`config.mk`:
```
export PLATFORM = sky130hd
export DESIGN_NAME = ps2_keyboard
export DESIGN_NICKNAME = d
export VERILOG_FILES = /design/src/hw/ps2_pkg.sv /design/src/hw/ps2_rx.sv /design/src/hw/ps2_parse.sv /design/src/hw/key_state.sv /design/src/hw/ps2_keyboard.sv
export VERILOG_INCLUDE_DIRS = /design/src /design/src/hw
export SDC_FILE = /design/constraint.sdc
export NUM_CORES = 1
export LEC_CHECK = 0
export BUFFER_PORTS_ARGS = -buffer_cell sky130_fd_sc_hd__buf_2
export CAP_MARGIN = 20
export CORE_ASPECT_RATIO = 1.25
export CORE_MARGIN = 5
export CORE_UTILIZATION = 55
export DETAILED_ROUTE_END_ITERATION = 10
export GPL_ROUTABILITY_DRIVEN = 0
export PLACE_DENSITY_LB_ADDON = 0.15
export SYNTH_ARGS = -nofsm -noshare
export SYNTH_HDL_FRONTEND = slang
export SYNTH_HIERARCHICAL = 1
export SYNTH_SLANG_ARGS = --single-unit
```
`constraint.sdc`:
```
create_clock -name clk -period 1.7 [get_ports clk]
set_input_delay 0.255 -clock clk [delete_from_list [all_inputs] [get_ports clk]]
set_output_delay 0.255 -clock clk [all_outputs]
set_load 0.01 [all_outputs]
```
`src/hw/ps2_config.svh`:
```
`ifndef PS2_CONFIG_SVH
`define PS2_CONFIG_SVH

// Scan code set 2 prefix bytes
`define PS2_EXT_CODE 8'hE0
`define PS2_BREAK_CODE 8'hF0

// Cycles of clk without a PS/2 clock falling edge before a partial frame is dropped
`define PS2_RX_TIMEOUT 2000

// Camera speed index after reset
`define PS2_SPEED_RESET 0

`endif

```
`src/hw/ps2_pkg.sv`:
```
package ps2_pkg;

  // One key with a single-cycle pulse per bit
  typedef struct packed {
    logic released;
    logic pressed;
  } key_pair_t;

  // Summary bits followed by every supported key
  typedef struct packed {
    logic      pressed;
    logic      released;
    key_pair_t q;
    key_pair_t w;
    key_pair_t e;
    key_pair_t a;
    key_pair_t s;
    key_pair_t d;
    key_pair_t u;
    key_pair_t j;
    key_pair_t i;
    key_pair_t k;
    key_pair_t o;
    key_pair_t l;
    key_pair_t n1;
    key_pair_t n2;
    key_pair_t n3;
    key_pair_t n4;
    key_pair_t n5;
    key_pair_t n6;
    key_pair_t n7;
    key_pair_t n8;
    key_pair_t n9;
    key_pair_t n0;
  } keys_t;

  // +1, 0 or -1
  typedef logic signed [1:0] axis_dir_t;

  typedef struct packed {
    axis_dir_t  trans_x;
    axis_dir_t  trans_y;
    axis_dir_t  trans_z;
    axis_dir_t  rot_x;
    axis_dir_t  rot_y;
    axis_dir_t  rot_z;
    logic [2:0] res_sel;
    logic [1:0] speed_sel;
  } cam_ctrl_t;

endpackage

```
`src/hw/ps2_rx.sv`:
```
`timescale 1ns/1ps
`include "ps2_config.svh"

module ps2_rx (
  input  logic       clk,
  input  logic       rst_b,
  input  logic       ps2_clk_i,
  input  logic       ps2_data_i,
  output logic [7:0] ps2_pkt_DH,
  output logic       rec_ps2_pkt,
  output logic       frame_err_o
);

  localparam int TMO_W = $clog2(`PS2_RX_TIMEOUT + 1);

  // Two sync stages plus a third clock stage for edge detection
  logic [2:0]       clk_sync;
  logic [1:0]       data_sync;
  logic             clk_fall;
  logic [10:0]      shift_q;
  logic [10:0]      frame;
  logic [3:0]       bit_cnt;
  logic [TMO_W-1:0] idle_cnt;
  logic             last_bit;
  logic             frame_ok;

  always_ff @(posedge clk, negedge rst_b) begin
    if (!rst_b) begin
      clk_sync  <= 3'b111;
      data_sync <= 2'b11;
    end else begin
      clk_sync  <= {clk_sync[1:0], ps2_clk_i};
      data_sync <= {data_sync[0], ps2_data_i};
    end
  end

  assign clk_fall = clk_sync[2] & ~clk_sync[1];

  // Bits arrive LSB first, so new bits enter at the top
  assign frame    = {data_sync[1], shift_q[10:1]};
  assign last_bit = clk_fall && (bit_cnt == 4'd10);

  // Start low, odd parity over data and parity, stop high
  assign frame_ok = !frame[0] && (^frame[9:1]) && frame[10];

  always_ff @(posedge clk) begin
    if (clk_fall) begin
      shift_q <= frame;
    end
    if (last_bit) begin
      ps2_pkt_DH <= frame[8:1];
    end
  end

  always_ff @(posedge clk, negedge rst_b) begin
    if (!rst_b) begin
      bit_cnt  <= 4'd0;
      idle_cnt <= '0;
    end else if (clk_fall) begin
      idle_cnt <= '0;
      bit_cnt  <= last_bit ? 4'd0 : bit_cnt + 4'd1;
    end else if (bit_cnt != 4'd0) begin
      // Stalled frame is dropped
      if (idle_cnt == TMO_W'(`PS2_RX_TIMEOUT - 1)) begin
        bit_cnt  <= 4'd0;
        idle_cnt <= '0;
      end else begin
        idle_cnt <= idle_cnt + TMO_W'(1);
      end
    end
  end

  always_ff @(posedge clk, negedge rst_b) begin
    if (!rst_b) begin
      rec_ps2_pkt <= 1'b0;
      frame_err_o <= 1'b0;
    end else begin
      rec_ps2_pkt <= last_bit & frame_ok;
      frame_err_o <= last_bit & ~frame_ok;
    end
  end

endmodule

```
`src/hw/ps2_parse.sv`:
```
`timescale 1ns/1ps
`include "ps2_config.svh"

// Make codes arrive as XX or E0 XX
// Break codes arrive as F0 XX or E0 F0 XX
module ps2_parse (
  input  logic              clk,
  input  logic              rst_b,
  input  logic [7:0]        ps2_pkt_DH,
  input  logic              rec_ps2_pkt,
  output ps2_pkg::keys_t    keys
);

  typedef enum logic [1:0] {
    IDLE,
    E0,
    F0
  } state_t;

  state_t               state_q;
  state_t               state_d;
  logic                 ext_q;
  logic                 ext_d;
  logic                 is_ext;
  logic                 is_brk;
  logic                 prefix;
  logic                 final_byte;
  logic                 brk;
  logic                 hit;
  ps2_pkg::key_pair_t   pulse;
  ps2_pkg::keys_t       keys_d;

  assign is_ext = (ps2_pkt_DH == `PS2_EXT_CODE);
  assign is_brk = (ps2_pkt_DH == `PS2_BREAK_CODE);

  // After F0 every byte is final including a prefix value
  assign prefix     = (is_ext | is_brk) && (state_q != F0);
  assign final_byte = rec_ps2_pkt & ~prefix;
  assign brk        = (state_q == F0);

  always_comb begin
    state_d = state_q;
    ext_d   = ext_q;
    if (rec_ps2_pkt) begin
      if (final_byte) begin
        state_d = IDLE;
        ext_d   = 1'b0;
      end else if (is_brk) begin
        state_d = F0;
      end else begin
        state_d = E0;
        ext_d   = 1'b1;
      end
    end
  end

  always_ff @(posedge clk, negedge rst_b) begin
    if (!rst_b) begin
      state_q <= IDLE;
      ext_q   <= 1'b0;
    end else begin
      state_q <= state_d;
      ext_q   <= ext_d;
    end
  end

  assign pulse.released = brk;
  assign pulse.pressed  = ~brk;

  // Decode extended flag and code into one key pair
  always_comb begin
    keys_d = '0;
    hit    = 1'b1;
    if (final_byte) begin
      case ({ext_q, ps2_pkt_DH})
        // Translation
        9'h015: keys_d.q = pulse;
        9'h01D: keys_d.w = pulse;
        9'h024: keys_d.e = pulse;
        9'h01C: keys_d.a = pulse;
        9'h01B: keys_d.s = pulse;
        9'h023: keys_d.d = pulse;
        // Rotation
        9'h03C: keys_d.u = pulse;
        9'h03B: keys_d.j = pulse;
        9'h043: keys_d.i = pulse;
        9'h042: keys_d.k = pulse;
        9'h044: keys_d.o = pulse;
        9'h04B: keys_d.l = pulse;
        // Resolution select
        9'h016: keys_d.n1 = pulse;
        9'h01E: keys_d.n2 = pulse;
        9'h026: keys_d.n3 = pulse;
        9'h025: keys_d.n4 = pulse;
        9'h02E: keys_d.n5 = pulse;
        9'h036: keys_d.n6 = pulse;
        // Speed select
        9'h03D: keys_d.n7 = pulse;
        9'h03E: keys_d.n8 = pulse;
        9'h046: keys_d.n9 = pulse;
        9'h045: keys_d.n0 = pulse;
        default: hit = 1'b0;
      endcase
      if (hit) begin
        keys_d.pressed  = ~brk;
        keys_d.released = brk;
      end
    end
  end

  always_ff @(posedge clk, negedge rst_b) begin
    if (!rst_b) begin
      keys <= '0;
    end else begin
      keys <= keys_d;
    end
  end

endmodule

```
`src/hw/key_state.sv`:
```
`timescale 1ns/1ps
`include "ps2_config.svh"

module key_state (
  input  logic                  clk,
  input  logic                  rst_b,
  input  ps2_pkg::keys_t        keys_i,
  output ps2_pkg::cam_ctrl_t    cam_o
);

  // Levels of the twelve motion keys
  typedef struct packed {
    logic d;
    logic a;
    logic w;
    logic s;
    logic e;
    logic q;
    logic i;
    logic k;
    logic u;
    logic j;
    logic o;
    logic l;
  } held_t;

  localparam ps2_pkg::cam_ctrl_t CAM_RESET = '{
    speed_sel: 2'(`PS2_SPEED_RESET),
    default:   '0
  };

  held_t              held_q;
  held_t              held_d;
  ps2_pkg::cam_ctrl_t cam_d;

  function automatic logic hold_next(logic cur, ps2_pkg::key_pair_t kp);
    return kp.pressed | (cur & ~kp.released);
  endfunction

  // Both or neither held gives 0
  function automatic ps2_pkg::axis_dir_t axis_dir(logic pos, logic neg);
    case ({pos, neg})
      2'b10:   return 2'sd1;
      2'b01:   return -2'sd1;
      default: return 2'sd0;
    endcase
  endfunction

  always_comb begin
    held_d.d = hold_next(held_q.d, keys_i.d);
    held_d.a = hold_next(held_q.a, keys_i.a);
    held_d.w = hold_next(held_q.w, keys_i.w);
    held_d.s = hold_next(held_q.s, keys_i.s);
    held_d.e = hold_next(held_q.e, keys_i.e);
    held_d.q = hold_next(held_q.q, keys_i.q);
    held_d.i = hold_next(held_q.i, keys_i.i);
    held_d.k = hold_next(held_q.k, keys_i.k);
    held_d.u = hold_next(held_q.u, keys_i.u);
    held_d.j = hold_next(held_q.j, keys_i.j);
    held_d.o = hold_next(held_q.o, keys_i.o);
    held_d.l = hold_next(held_q.l, keys_i.l);
  end

  always_comb begin
    cam_d         = cam_o;
    cam_d.trans_x = axis_dir(held_d.d, held_d.a);
    cam_d.trans_y = axis_dir(held_d.w, held_d.s);
    cam_d.trans_z = axis_dir(held_d.e, held_d.q);
    cam_d.rot_x   = axis_dir(held_d.i, held_d.k);
    cam_d.rot_y   = axis_dir(held_d.u, held_d.j);
    cam_d.rot_z   = axis_dir(held_d.o, held_d.l);
    // Selectors latch on press only
    if (keys_i.n1.pressed) cam_d.res_sel = 3'd0;
    else if (keys_i.n2.pressed) cam_d.res_sel = 3'd1;
    else if (keys_i.n3.pressed) cam_d.res_sel = 3'd2;
    else if (keys_i.n4.pressed) cam_d.res_sel = 3'd3;
    else if (keys_i.n5.pressed) cam_d.res_sel = 3'd4;
    else if (keys_i.n6.pressed) cam_d.res_sel = 3'd5;
    if (keys_i.n7.pressed) cam_d.speed_sel = 2'd0;
    else if (keys_i.n8.pressed) cam_d.speed_sel = 2'd1;
    else if (keys_i.n9.pressed) cam_d.speed_sel = 2'd2;
    else if (keys_i.n0.pressed) cam_d.speed_sel = 2'd3;
  end

  always_ff @(posedge clk, negedge rst_b) begin
    if (!rst_b) begin
      held_q <= '0;
      cam_o  <= CAM_RESET;
    end else begin
      held_q <= held_d;
      cam_o  <= cam_d;
    end
  end

endmodule

```
`src/hw/ps2_keyboard.sv`:
```
`timescale 1ns/1ps

module ps2_keyboard (
  input  logic                  clk,
  input  logic                  rst_b,
  input  logic                  ps2_clk_i,
  input  logic                  ps2_data_i,
  output ps2_pkg::cam_ctrl_t    cam_o,
  output logic                  frame_err_o
);

  logic [7:0]     ps2_pkt_DH;
  logic           rec_ps2_pkt;
  ps2_pkg::keys_t keys;

  // Serial lines to bytes
  ps2_rx i_ps2_rx (
    .clk         (clk),
    .rst_b       (rst_b),
    .ps2_clk_i   (ps2_clk_i),
    .ps2_data_i  (ps2_data_i),
    .ps2_pkt_DH  (ps2_pkt_DH),
    .rec_ps2_pkt (rec_ps2_pkt),
    .frame_err_o (frame_err_o)
  );

  // Bytes to key pulses
  ps2_parse i_ps2_parse (
    .clk         (clk),
    .rst_b       (rst_b),
    .ps2_pkt_DH  (ps2_pkt_DH),
    .rec_ps2_pkt (rec_ps2_pkt),
    .keys        (keys)
  );

  // Key pulses to camera commands
  key_state i_key_state (
    .clk    (clk),
    .rst_b  (rst_b),
    .keys_i (keys),
    .cam_o  (cam_o)
  );

endmodule

```
Word-level counts from Yosys, hierarchy flattened
Cells that the tools add are included.

operators by class
  bitwise operators = 45
  equal/unequal tests = 41
  add/sub/neg operators = 2
  muxes and demuxes = 50
  reduce and logical (&&, ||, !) cells = 13

operators by type and width
  cell                     number
  $eq A9 B6 Y1 const B     10
  $mux W2                  28
  $eq A9 B5 Y1 const B     6
  $eq A9 B7 Y1 const B     6
  $mux W44                 1
  $mux W11                 3
  $pmux W2 S2              6
  $mux W3                  6
  $and A1 B1 Y1            16
  $eq A8 B8 Y1 const B     2
  $mux W4                  4
  $not A1 Y1               16
  $eq A2 B2 Y1 const B     7
  $or A1 B1 Y1             13
  $eq A2 B1 Y1 const B     6
  $add A11 B1 Y11 const B  1
  $eq A11 B11 Y1 const B   1
  $reduce_xor A9 Y1        1
  $reduce_bool A4 Y1       2
  $reduce_bool A6 Y1       1
  $add A4 B1 Y4 const B    1
  $eq A4 B4 Y1 const B     1
  $logic_and A1 B1 Y1      4
  $ne A2 B2 Y1 const B     2
  other kinds (4)          7

word-level totals
  register bits after elaboration = 107
  logic and storage cells = 215
  output and inout port bits = 18
  input port bits = 4

Logic depth before layout (Yosys ltp)
Gate-level depths: netlist (run 1).

  depth after elaboration = 7
  gate-level depth with buffers = 7
  depth with buffers taken out = 6

Cells and area by module
The synthesis (run 1) kept the hierarchy.

modules (own cells, without submodules)
  module     times used  seq. area each (um^2)  area an instance (um^2)  cells each
  ps2_parse  1           1226.2                 1860.5                   171
  ps2_rx     1           1097.3                 1712.9                   130
  key_state  1           725.7                  1084.8                   85

Worst setup path before layout (run 1)
OpenSTA, ideal clock, no wires.

  path kind = register to register
  from = register i_ps2_rx.ps2_pkt_DH[3]
  to = register i_ps2_parse/keys[44] (netlist name)
  cell stages (with the launch flop) = 6
  path buffers = 0
  setup slack = -0.109 ns
  clock period less this slack = 1.809 ns
  library setup time = 0.072 ns
  required time = 1.628 ns
  data arrival time = 1.737 ns
  path through = edfxtp_1 > or4b_4 > a211o_1 > a2111oi_2 > nor4_1 > nor2_1

RTL lines
  element                   line          text
  start: declaration        ps2_rx.sv:9   output logic [7:0] ps2_pkt_DH,
  start signal: assignment  ps2_rx.sv:51  ps2_pkt_DH <= frame[8:1];

Final worst setup path (run 1)
  from = register i_ps2_rx.idle_cnt[0]
  to = register i_ps2_rx.idle_cnt[9]

on the way
  word-level cells in the longest chain between the ends = 4
  elaborated cells on any way between the ends = 5
  classes of those cells = add/sub (1); eq/ne (1); mux (3)

ends and longest elaborated chain
  element                                                   line                        text
  start: declaration                                        ps2_rx.sv:23                logic [TMO_W-1:0] idle_cnt;
  start signal: assignment                                  ps2_rx.sv:68                idle_cnt <= idle_cnt + TMO_W'(1);
  $add A11 B1 Y11 / $eq A11 B11 Y1 (equally long branches)  ps2_rx.sv:68, ps2_rx.sv:64
  $mux W11 (*)                                              ps2_rx.sv:64                if (idle_cnt == TMO_W'(`PS2_RX_TIMEOUT - 1)) begin
  $mux W11 (*)                                              ps2_rx.sv:62                end else if (bit_cnt != 4'd0) begin
  $mux W11 (*)                                              ps2_rx.sv:59                end else if (clk_fall) begin

Every way passes the cells marked *; elsewhere a longest branch is shown, timed or not. The select of a mux whose other input is x is not followed.
A chain may end at the register's enable or synchronous reset.

==> results.yml, run 1 <==
clocking:
  htree_num_levels: 3
  cts_sinks: 106
  clkTransAtPathRegs_ns: 0.10
  clock_tree.buffer_depth: 2
  clock_tree.root_cell: "clkbuf_8"
  tritoncts.num_buffers: 9
  clk-insertion-delay-late_ns: 0.37
  tritoncts: "built"
power:
  leakage_nw: 2.30
  power.ir.vdd_worst_mv: 0.792
  pwr_density_cell_nw_per_um2: 1030
layout:
  nets: 396
  layout.cells.most_common_list: "82 x dfrtp_1, 45 x nor2_1, 31 x inv_1"
  synthToLayoutAreaGrowth_pct: 14.3
  layout.filler_cells: 565
  final_common_cell: "dfrtp_1"
  final_layout_size_suffix_gt1_share_pct: 19.4
  final_area_um2: 4730
  layout.cells.non_filler: 479
  antenna_cells_inserted: 0
sta:
  hold_viol_final: 0
  finalSetupViolations: 0
  max_slew.worst_pin.slew_ns: 0.363
  skew_ns: 0.0133
  finalSetupTns_ns: 0
  fin_crit_ns: 1.70
  drv_slew: 0
  fmax_ghz: 0.589
  final_min_period_over_clock_period_pct: 99.9
  timing.max_slew.rel_slack_pct: 75.7
  fin_worst_hold_slack_ns: 0.306
  rsz0062_at_grt: "yes"
grt:
  grt_use_total_pct: 15.6
  grt_pass1_vias: 2465
  grt_overflow_total: 0
  grt_antenna_before_repair: 0
  grt_first_pass_wirelength_mm: 11.4
  largest_net_degree_at_the_start_of_global_routing: 52
setup_path:
  setup.worst_path.end_class: "flip-flop"
  crit_path_max_fanout: 5
  r2r_end: "i_ps2_rx/idle_cnt[9]"
  critPathRequiredTime_ns: 1.95
  critical_path_class: "reg -> reg"
  critPathTopFamily: "compound AO/OA/AOI/OAI gates"
  crit_path_top_delay_cell: "dfrtp_1"
  worstPathCellList: "ha_2 -> nand4b_1 -> buf_4 -> o41ai_4 -> o21ai_0 -> o2bb2ai_1"
  cp.arrival_ns: 1.95
  cp_num_cells: 6
  worst_r2r_startpoint: "i_ps2_rx/idle_cnt[0]"
  worstSetupStartpointType: "flip-flop"
  worst-path-buf-inv: 1
  r2r.worst_path.cells: 6
  reg2reg_slack_ns: 0.001
  slowest_delay_ns: 0.43
placement:
  post_dp_cell_area_um2: 4430
  dp_hpwl_mm: 4.72
  post-place-cells: 456
  portBuffers: 21
floorplan:
  fp.coreArea_um2: 7360
  die-area_um2: 9380
  rows: 35
  effective_utilization_at_floorplan_pct: 56.3
  die_w_um: 87.6
  die_boundary_height_um: 107
  i_o_pin_cnt: 22
detailed_routing:
  via_per_inst: 5.19
  post-route-drc-count: 0
  route.detailed.wl_per_inst_um: 13.8
  detailedRoute.firstIterationViolations: 110
  drt_pass1_iterations: 5
  drtAntennaViolNets: 0
  route.vias.total: 2486
  wl_mm: 6.60
hold_path:
  hold_path.class: "in -> async"
synthesis:
  synth_area_per_cell_um2: 12.2
  post_synth_instance_area_um2: 4140
  ys_warnings: 6
  syn-num-nets: 353
  post_synthesis_cells: 339
status:
  result_of_the_run: "completed"
run:
  drv.max_cap_violation_count: 0
## area by class of cell
type	count	area (um2)	area share, %
multi-input cells	193	1270	26.8
flip-flops and latches	106	2750	58.1
clock inverters	6	56.3	1.19
repair buffers	41	278	5.87
clock buffers	10	149	3.14
inverters	31	116	2.46
well taps	92	115	2.43
## through the flow
stage          utilization [%]  setup WS [ns]  power [mW]
3_5_place_dp              60.2        -0.0185        3.31
3_3_place_gp              60.2         0.0564        3.28
6_report                  64.4        0.00117        4.87
5_1_grt                   64.4        -0.0613        5.11
4_1_cts                   63.5         0.0372        4.87
2_1_floorplan                -        0.00799        3.12
## worst reg2reg max path, stage by stage, from the launching register on
cell and delay [ns]:
dfrtp_1 0.43, ha_2 0.23, nand4b_1 0.15, buf_4 0.19
o41ai_4 0.29, o21ai_0 0.16, o2bb2ai_1 0.15
## state kept, by name, indices dropped and copies added (netlist names)
name and count:
i_key_state/cam_o 17, i_key_state/held_q 12, i_ps2_parse/ext_q 1, i_ps2_parse/keys 34, i_ps2_parse/state_q 2, i_ps2_rx/bit_cnt 4, i_ps2_rx/clk_sync 3, i_ps2_rx/data_sync 2
i_ps2_rx/frame_err_o 1, i_ps2_rx/idle_cnt 11, i_ps2_rx/ps2_pkt_DH 8, i_ps2_rx/rec_ps2_pkt 1, i_ps2_rx/shift_q 10
## routing by layer
metal / track usage (%) / share of wire [%] / up-vias
li1: - / - / 1236
met1: 19.5 / 44 / 1204
met2: 26.2 / 51 / 33
met3: 2.61 / 2.7 / 13
met4: 7.46 / 2.2 / 0
met5: 0 / 0 / -
## worst max-delay path by stage
| stage | slack [ns] | to | start |
|---|---|---|---|
| after floorplan | 0.008 | i_ps2_rx/idle_cnt[5] | i_ps2_rx/bit_cnt[0] |
| after global placement | 0.06 | i_ps2_rx/idle_cnt[5] | i_ps2_rx/bit_cnt[0] |
| after detailed placement | -0.02 | i_ps2_rx/idle_cnt[5] | i_ps2_rx/bit_cnt[0] |
| after CTS | 0.04 | i_ps2_rx/idle_cnt[5] | i_ps2_rx/clk_sync[1] |
| after global routing | -0.06 | i_ps2_rx/idle_cnt[9] | i_ps2_rx/idle_cnt[0] |
| final | 0.001 | i_ps2_rx/idle_cnt[9] | i_ps2_rx/idle_cnt[0] |
## power breakdown
group          internal, mW  switching, mW  leakage [nW]  total, mW
clock                 0.650          0.874         0.106       1.52
combinational         0.268          0.295         0.823      0.564
sequential             2.68          0.100          1.37       2.78
total                  3.60           1.27          2.30       4.87
## what timing repair did
action / CTS / global route
buffers inserted: 0 / 4
endpoints found under the setup margin: 2 / 24
gates resized for setup: 1 / 8
hold endpoints to repair: 18 / 0
hold buffers: 3 / 0
pin swaps: 0 / 3
Note: power is estimated with default switching activity, not from simulation.
==> run 2, diff against run 1 <==
--- a/config.mk
+++ b/config.mk
@@ -10,7 +10,7 @@
 export CAP_MARGIN = 20
 export CORE_ASPECT_RATIO = 1.25
 export CORE_MARGIN = 5
-export CORE_UTILIZATION = 55
+export CORE_UTILIZATION = 30
 export DETAILED_ROUTE_END_ITERATION = 10
 export GPL_ROUTABILITY_DRIVEN = 0
 export PLACE_DENSITY_LB_ADDON = 0.15
==> run 2 against run 1 <==
Clock-buffer cell count up 2. Design area up 3.1%. Final cell count up 17%. Worst setup slack better by 0.085 ns. Hold slack worse by 0.0039 ns. Sequential share of layout area down 1.8 points. Global-route usage down 5.8 points. Largest power group unchanged.
==> results.yml, run 2 (synthesized netlist as in run 1, its figures left out) <==
status:
  result_of_the_run: "completed"
sta:
  drv_slew: 0
  fin_worst_hold_slack_ns: 0.302
  max_slew.worst_pin.slew_ns: 0.368
  fin_crit_ns: 1.61
  final_min_period_over_clock_period_pct: 94.9
  fin_ws_ns: 0.0863
  hold_viol_final: 0
  skew_ns: 0.00738
  fmax_ghz: 0.620
  timing.max_slew.rel_slack_pct: 75.4
  finalSetupViolations: 0
  rsz0062_at_grt: "yes"
run:
  drv.max_cap_violation_count: 0
clocking:
  tritoncts.num_buffers: 9
  htree_num_levels: 3
  cts_sinks: 106
  tritoncts: "built"
  clock_tree.root_cell: "clkbuf_16"
  clkTransAtPathRegs_ns: 0.07
  clock_tree.buffer_depth: 2
  clk-insertion-delay-late_ns: 0.34
setup_path:
  worstPathCellList: "inv_1 -> ha_1 -> nor3b_4 -> buf_4 -> nand2_1 -> nand2_1 -> o2bb2ai_1"
  worstSetupStartpointType: "flip-flop"
  slowest_delay_ns: 0.38
  setup.worst_path.end_class: "flip-flop"
  critPathRequiredTime_ns: 1.92
  critical_path_class: "reg -> reg"
  cp.arrival_ns: 1.84
  crit_path_max_fanout: 5
  crit_path_top_delay_cell: "dfrtp_1"
  worst_path_most_repeated_cell: "nand2_1"
layout:
  nets: 396
  synthToLayoutAreaGrowth_pct: 17.9
  layout.cells.most_common_list: "83 x dfrtp_1, 45 x nor2_1, 31 x inv_1"
  final_common_cell: "dfrtp_1"
  final_layout_size_suffix_gt1_share_pct: 17.6
  antenna_cells_inserted: 0
  flip_flop_count_of_the_largest_register_after_layout: 34
  biggest_register: "i_ps2_parse/keys"
  reg.largest.list: "i_ps2_parse/keys (34), i_key_state/cam_o (17), i_key_state/held_q (12)"
detailed_routing:
  drtAntennaViolNets: 0
  drt_pass1_iterations: 4
  post-route-drc-count: 0
  detailedRoute.firstIterationViolations: 67
  route.vias.total: 2484
  route.detailed.wl_per_inst_um: 12.9
  via_per_inst: 4.42
  wl_mm: 7.25
hold_path:
  hold_path.class: "in -> async"
placement:
  place_worst_setup_slack_ns: 0.0178
  dp_hpwl_mm: 5.28
  portBuffers: 21
floorplan:
  effective_utilization_at_floorplan_pct: 30.2
  die_boundary_height_um: 141
  i_o_pin_cnt: 22
  die-area_um2: 16300
  rows: 48
  fp.coreArea_um2: 13700
  die_w_um: 115
grt:
  grt_use_total_pct: 9.87
  grt_pass1_vias: 2566
  largest_net_degree_at_the_start_of_global_routing: 46
  grt_busiest_layer: "met2"
  grt_first_pass_wirelength_mm: 12.5
  gr-usage-met2_pct: 16.6
  globalRouteMet3Util_pct: 2.47
  grt.met1_usage_pct: 11.7
  grt_overflow_total: 0
  grt_antenna_before_repair: 0
power:
  combPwrFrac_pct: 10.0
  pwr_density_cell_nw_per_um2: 1080
  leakage_nw: 2.31
  power.clock.fraction_pct: 37.0
  p_sw_mw: 1.26
  seq_power_share_pct: 53.0
  p_int_mw: 4.00
  power.share.switching_pct: 23.9
  power.ir.vdd_worst_mv: 0.427
-- run 2: cell types whose count changed in the layout (fill, tap and decap cells not counted), sizes merged --
cell | before | now
inv | 34 | 32
clkbuf | 10 | 12
-- run 2: routing by layer --
| metal | up-vias | wire length, um |
|---|---|---|
| met3 | 10 | 258 |
| met1 | 1211 | 3140 |
| met2 | 30 | 3710 |
| met5 | - | 0 |
| met4 | 0 | 144 |
| li1 | 1233 | - |
-- run 2: final timing paths --
kind	startpoint	end	slack [ns]	depth (start not counted)
setup / recovery	i_ps2_rx/bit_cnt[0]	i_ps2_rx/idle_cnt[9]	0.09	7
hold / removal	rst_b	i_key_state/cam_o[5]	0.30	2
setup reg to reg	i_ps2_rx/bit_cnt[0]	i_ps2_rx/idle_cnt[9]	0.09	7
hold reg to reg	i_ps2_rx/data_sync[0]	i_ps2_rx/data_sync[1]	0.36	0
max in group asynchronous	rst_b	i_ps2_rx/data_sync[0]	0.81	3
min in group clk	i_ps2_rx/data_sync[0]	i_ps2_rx/data_sync[1]	0.36	0
-- run 2: power groups by stage --
stage,logic [mW],registers (mW),clock network [mW]
5_1_grt,0.608,2.80,2.13
3_5_place_dp,0.496,2.83,0
4_1_cts,0.514,2.79,2.04
3_3_place_gp,0.492,2.83,0
6_report,0.528,2.79,1.95
2_1_floorplan,0.302,2.82,0
-- run 2: layout make-up --
cell class	instances	area [um2]
multi-input combinational	193	1240
sequential	106	2750
clock inverter	4	25.0
fill	1365	8810
timing repair buffer	41	278
tap	175	219
clock buffer	12	256
inverter	31	116
-- run 2: metrics by stage --
step	instances	instance area, um2	total power [mW]	utilization, %	setup TNS, ns
floorplan	339	4140	3.12	-	0
global placement	542	4560	3.32	33.3	0
detailed placement	542	4560	3.33	33.3	0
CTS	561	4880	5.34	35.6	0
global route	562	4880	5.54	35.7	-0.00334
finish	562	4880	5.26	35.7	0
-- run 2: what timing repair did --
item | CTS | global route
endpoints found under the hold margin | 13 | 0
setup endpoints to repair | 2 | 5
gates resized for setup | 1 | 0
buffers inserted | 0 | 1
hold buffers | 3 | 0
-- run 2: critical path, delay by kind of cell (launching register included) --
kind                     cells  cell delay (ns)
AND/OR/NAND/NOR              3             0.59
flip-flops                   1             0.38
buffers and inverters        2             0.27
adder cells (fa/ha/maj)      1             0.16
AO/OA/AOI/OAI                1             0.09
==> run 3, diff against run 2 <==
--- a/config.mk
+++ b/config.mk
@@ -7,7 +7,9 @@
 export NUM_CORES = 1
 export LEC_CHECK = 0
 export BUFFER_PORTS_ARGS = -buffer_cell sky130_fd_sc_hd__buf_2
-export CAP_MARGIN = 20
+export CAP_MARGIN = 15
+export CELL_PAD_IN_SITES_DETAIL_PLACEMENT = 0
+export CELL_PAD_IN_SITES_GLOBAL_PLACEMENT = 1
 export CORE_ASPECT_RATIO = 1.25
 export CORE_MARGIN = 5
 export CORE_UTILIZATION = 30
==> run 3 against run 2 <==
Register-to-register slack got worse by 0.02 ns. Final cell count rose by 1.2%. First-iteration DRC count fell by 13%. Die area did not move. Sequential cell count did not move. Sequential power barely moved. Power rose by 0.31%. Hold slack improved by 0.055 ns. Fmax fell by 1.0%. Via count rose by 0.20%. Routed wire length rose by 3.0%.
==> results.yml, run 3 (synthesized netlist as in run 1, its figures left out) <==
status:
  result_of_the_run: "completed"
grt:
  grt_overflow_total: 0
  largest_net_degree_at_the_start_of_global_routing: 37
  grt_pass1_vias: 2573
  grt_first_pass_wirelength_mm: 12.7
  grt_use_total_pct: 10.0
  grt_antenna_before_repair: 0
setup_path:
  setup.worst_path.end_class: "flip-flop"
  cp.arrival_ns: 1.86
  critPathTopFamily: "compound AO/OA/AOI/OAI gates"
  slowest_delay_ns: 0.47
  worstPathCellList: "ha_2 -> nand4b_1 -> o41a_4 -> nor2_4 -> a21oi_1"
  critical_path_class: "reg -> reg"
  crit_path_max_fanout: 8
  worstSetupStartpointType: "flip-flop"
  crit_path_top_delay_cell: "o41a_4"
  worst-path-buf-inv: 0
  critPathRequiredTime_ns: 1.93
clocking:
  clock_tree.root_cell: "clkbuf_16"
  clock_tree.buffer_depth: 2
  tritoncts.num_buffers: 9
  clkTransAtPathRegs_ns: 0.07
  clk-insertion-delay-late_ns: 0.34
  cts_sinks: 106
  htree_num_levels: 3
  tritoncts: "built"
layout:
  antenna_cells_inserted: 0
  final_core_area_utilization_pct: 36.3
  final_layout_size_suffix_gt1_share_pct: 20.1
  synthToLayoutAreaGrowth_pct: 20.0
  final_area_um2: 4970
  final_common_cell: "dfrtp_1"
  flip_flop_count_of_the_largest_register_after_layout: 34
  layout.filler_cells: 1378
  layout.cells.non_filler: 569
  layout.cells.most_common_list: "83 x dfrtp_1, 45 x nor2_1, 31 x inv_1"
  biggest_register: "i_ps2_parse/keys"
  nets: 403
  reg.largest.list: "i_ps2_parse/keys (34), i_key_state/cam_o (17), i_key_state/held_q (12)"
placement:
  dp_hpwl_mm: 5.42
  post_dp_cell_area_um2: 4600
  portBuffers: 21
  post-place-cells: 547
  place_worst_setup_slack_ns: 0.0177
sta:
  rsz0062_at_grt: "yes"
  max_slew.worst_pin.slew_ns: 0.522
  drv_slew: 0
  fin_ws_ns: 0.0697
  finalSetupViolations: 0
  fmax_ghz: 0.613
  hold_viol_final: 0
  finalSetupTns_ns: 0
  final_min_period_over_clock_period_pct: 95.9
  fin_worst_hold_slack_ns: 0.357
  skew_ns: 0.00770
  timing.max_slew.rel_slack_pct: 65.2
  fin_crit_ns: 1.63
detailed_routing:
  drtAntennaViolNets: 0
  via_per_inst: 4.37
  drt_pass1_iterations: 4
  post-route-drc-count: 0
  route.detailed.wl_per_inst_um: 13.1
  route.vias.total: 2489
  wl_mm: 7.47
  detailedRoute.firstIterationViolations: 58
power:
  pwr_density_cell_nw_per_um2: 1060
  power.ir.vdd_worst_mv: 0.423
  report.power.total_mw: 5.28
  leakage_nw: 2.33
run:
  drv.max_cap_violation_count: 0
floorplan:
  die-area_um2: 16300
  i_o_pin_cnt: 22
  effective_utilization_at_floorplan_pct: 30.2
  die_boundary_height_um: 141
  rows: 48
  fp.coreArea_um2: 13700
  die_w_um: 115
hold_path:
  hold_path.class: "reg -> reg"
-- run 3: cell types whose count changed in the layout (fill, tap and decap cells not counted), moves of 2 or more --
cell	delta
clkbuf_8	-2
a2111oi_2	-2
buf_4	+7
a2111oi_4	+2
clkinvlp_4	+2
-- run 3: worst paths after layout --
path / cells after the start / slack [ns] / to / start
worst min register to register: 0 / 0.36 / i_ps2_rx/clk_sync[1] / i_ps2_rx/clk_sync[0]
worst max-delay path: 5 / 0.07 / i_ps2_rx/bit_cnt[0] / i_ps2_rx/idle_cnt[1]
worst min-delay path: 0 / 0.36 / i_ps2_rx/clk_sync[1] / i_ps2_rx/clk_sync[0]
max in group asynchronous: 3 / 0.66 / i_ps2_parse/keys[24] / rst_b
min in group asynchronous: 2 / 0.43 / i_key_state/held_q[7] / rst_b
worst max register to register: 5 / 0.07 / i_ps2_rx/bit_cnt[0] / i_ps2_rx/idle_cnt[1]
-- run 3: area by class of cell --
class	instances	area [um2]	share of cell area [%]
inverter	31	116	2.34
clock buffer	10	229	4.61
clock inverter	6	41.3	0.831
tap	175	219	4.41
timing repair buffer	48	330	6.65
multi-input combinational	193	1280	25.8
sequential	106	2750	55.3
-- run 3: power by group --
part | switching (mW) | total, mW | internal [mW] | leakage (nW)
clock | 0.893 | 1.89 | 0.994 | 0.127
combinational | 0.320 | 0.621 | 0.301 | 0.837
sequential | 0.0813 | 2.77 | 2.69 | 1.37
total | 1.29 | 5.28 | 3.98 | 2.33
-- run 3: routing by layer --
layer / track usage (%) / up-vias / part of all wire [%]
met4: 5.19 / 0 / 2.4
li1: - / 1248 / -
met1: 12.7 / 1204 / 45
met3: 1.75 / 10 / 2.8
met5: 0 / - / 0
met2: 16.3 / 27 / 50
-- run 3: repair_timing --
item,4_1_cts,5_1_grt
resized for setup,2,7
setup buffers,0,3
hold endpoints to repair,29,0
hold buffers,3,0
gates cloned,0,0
setup endpoints to repair,1,13
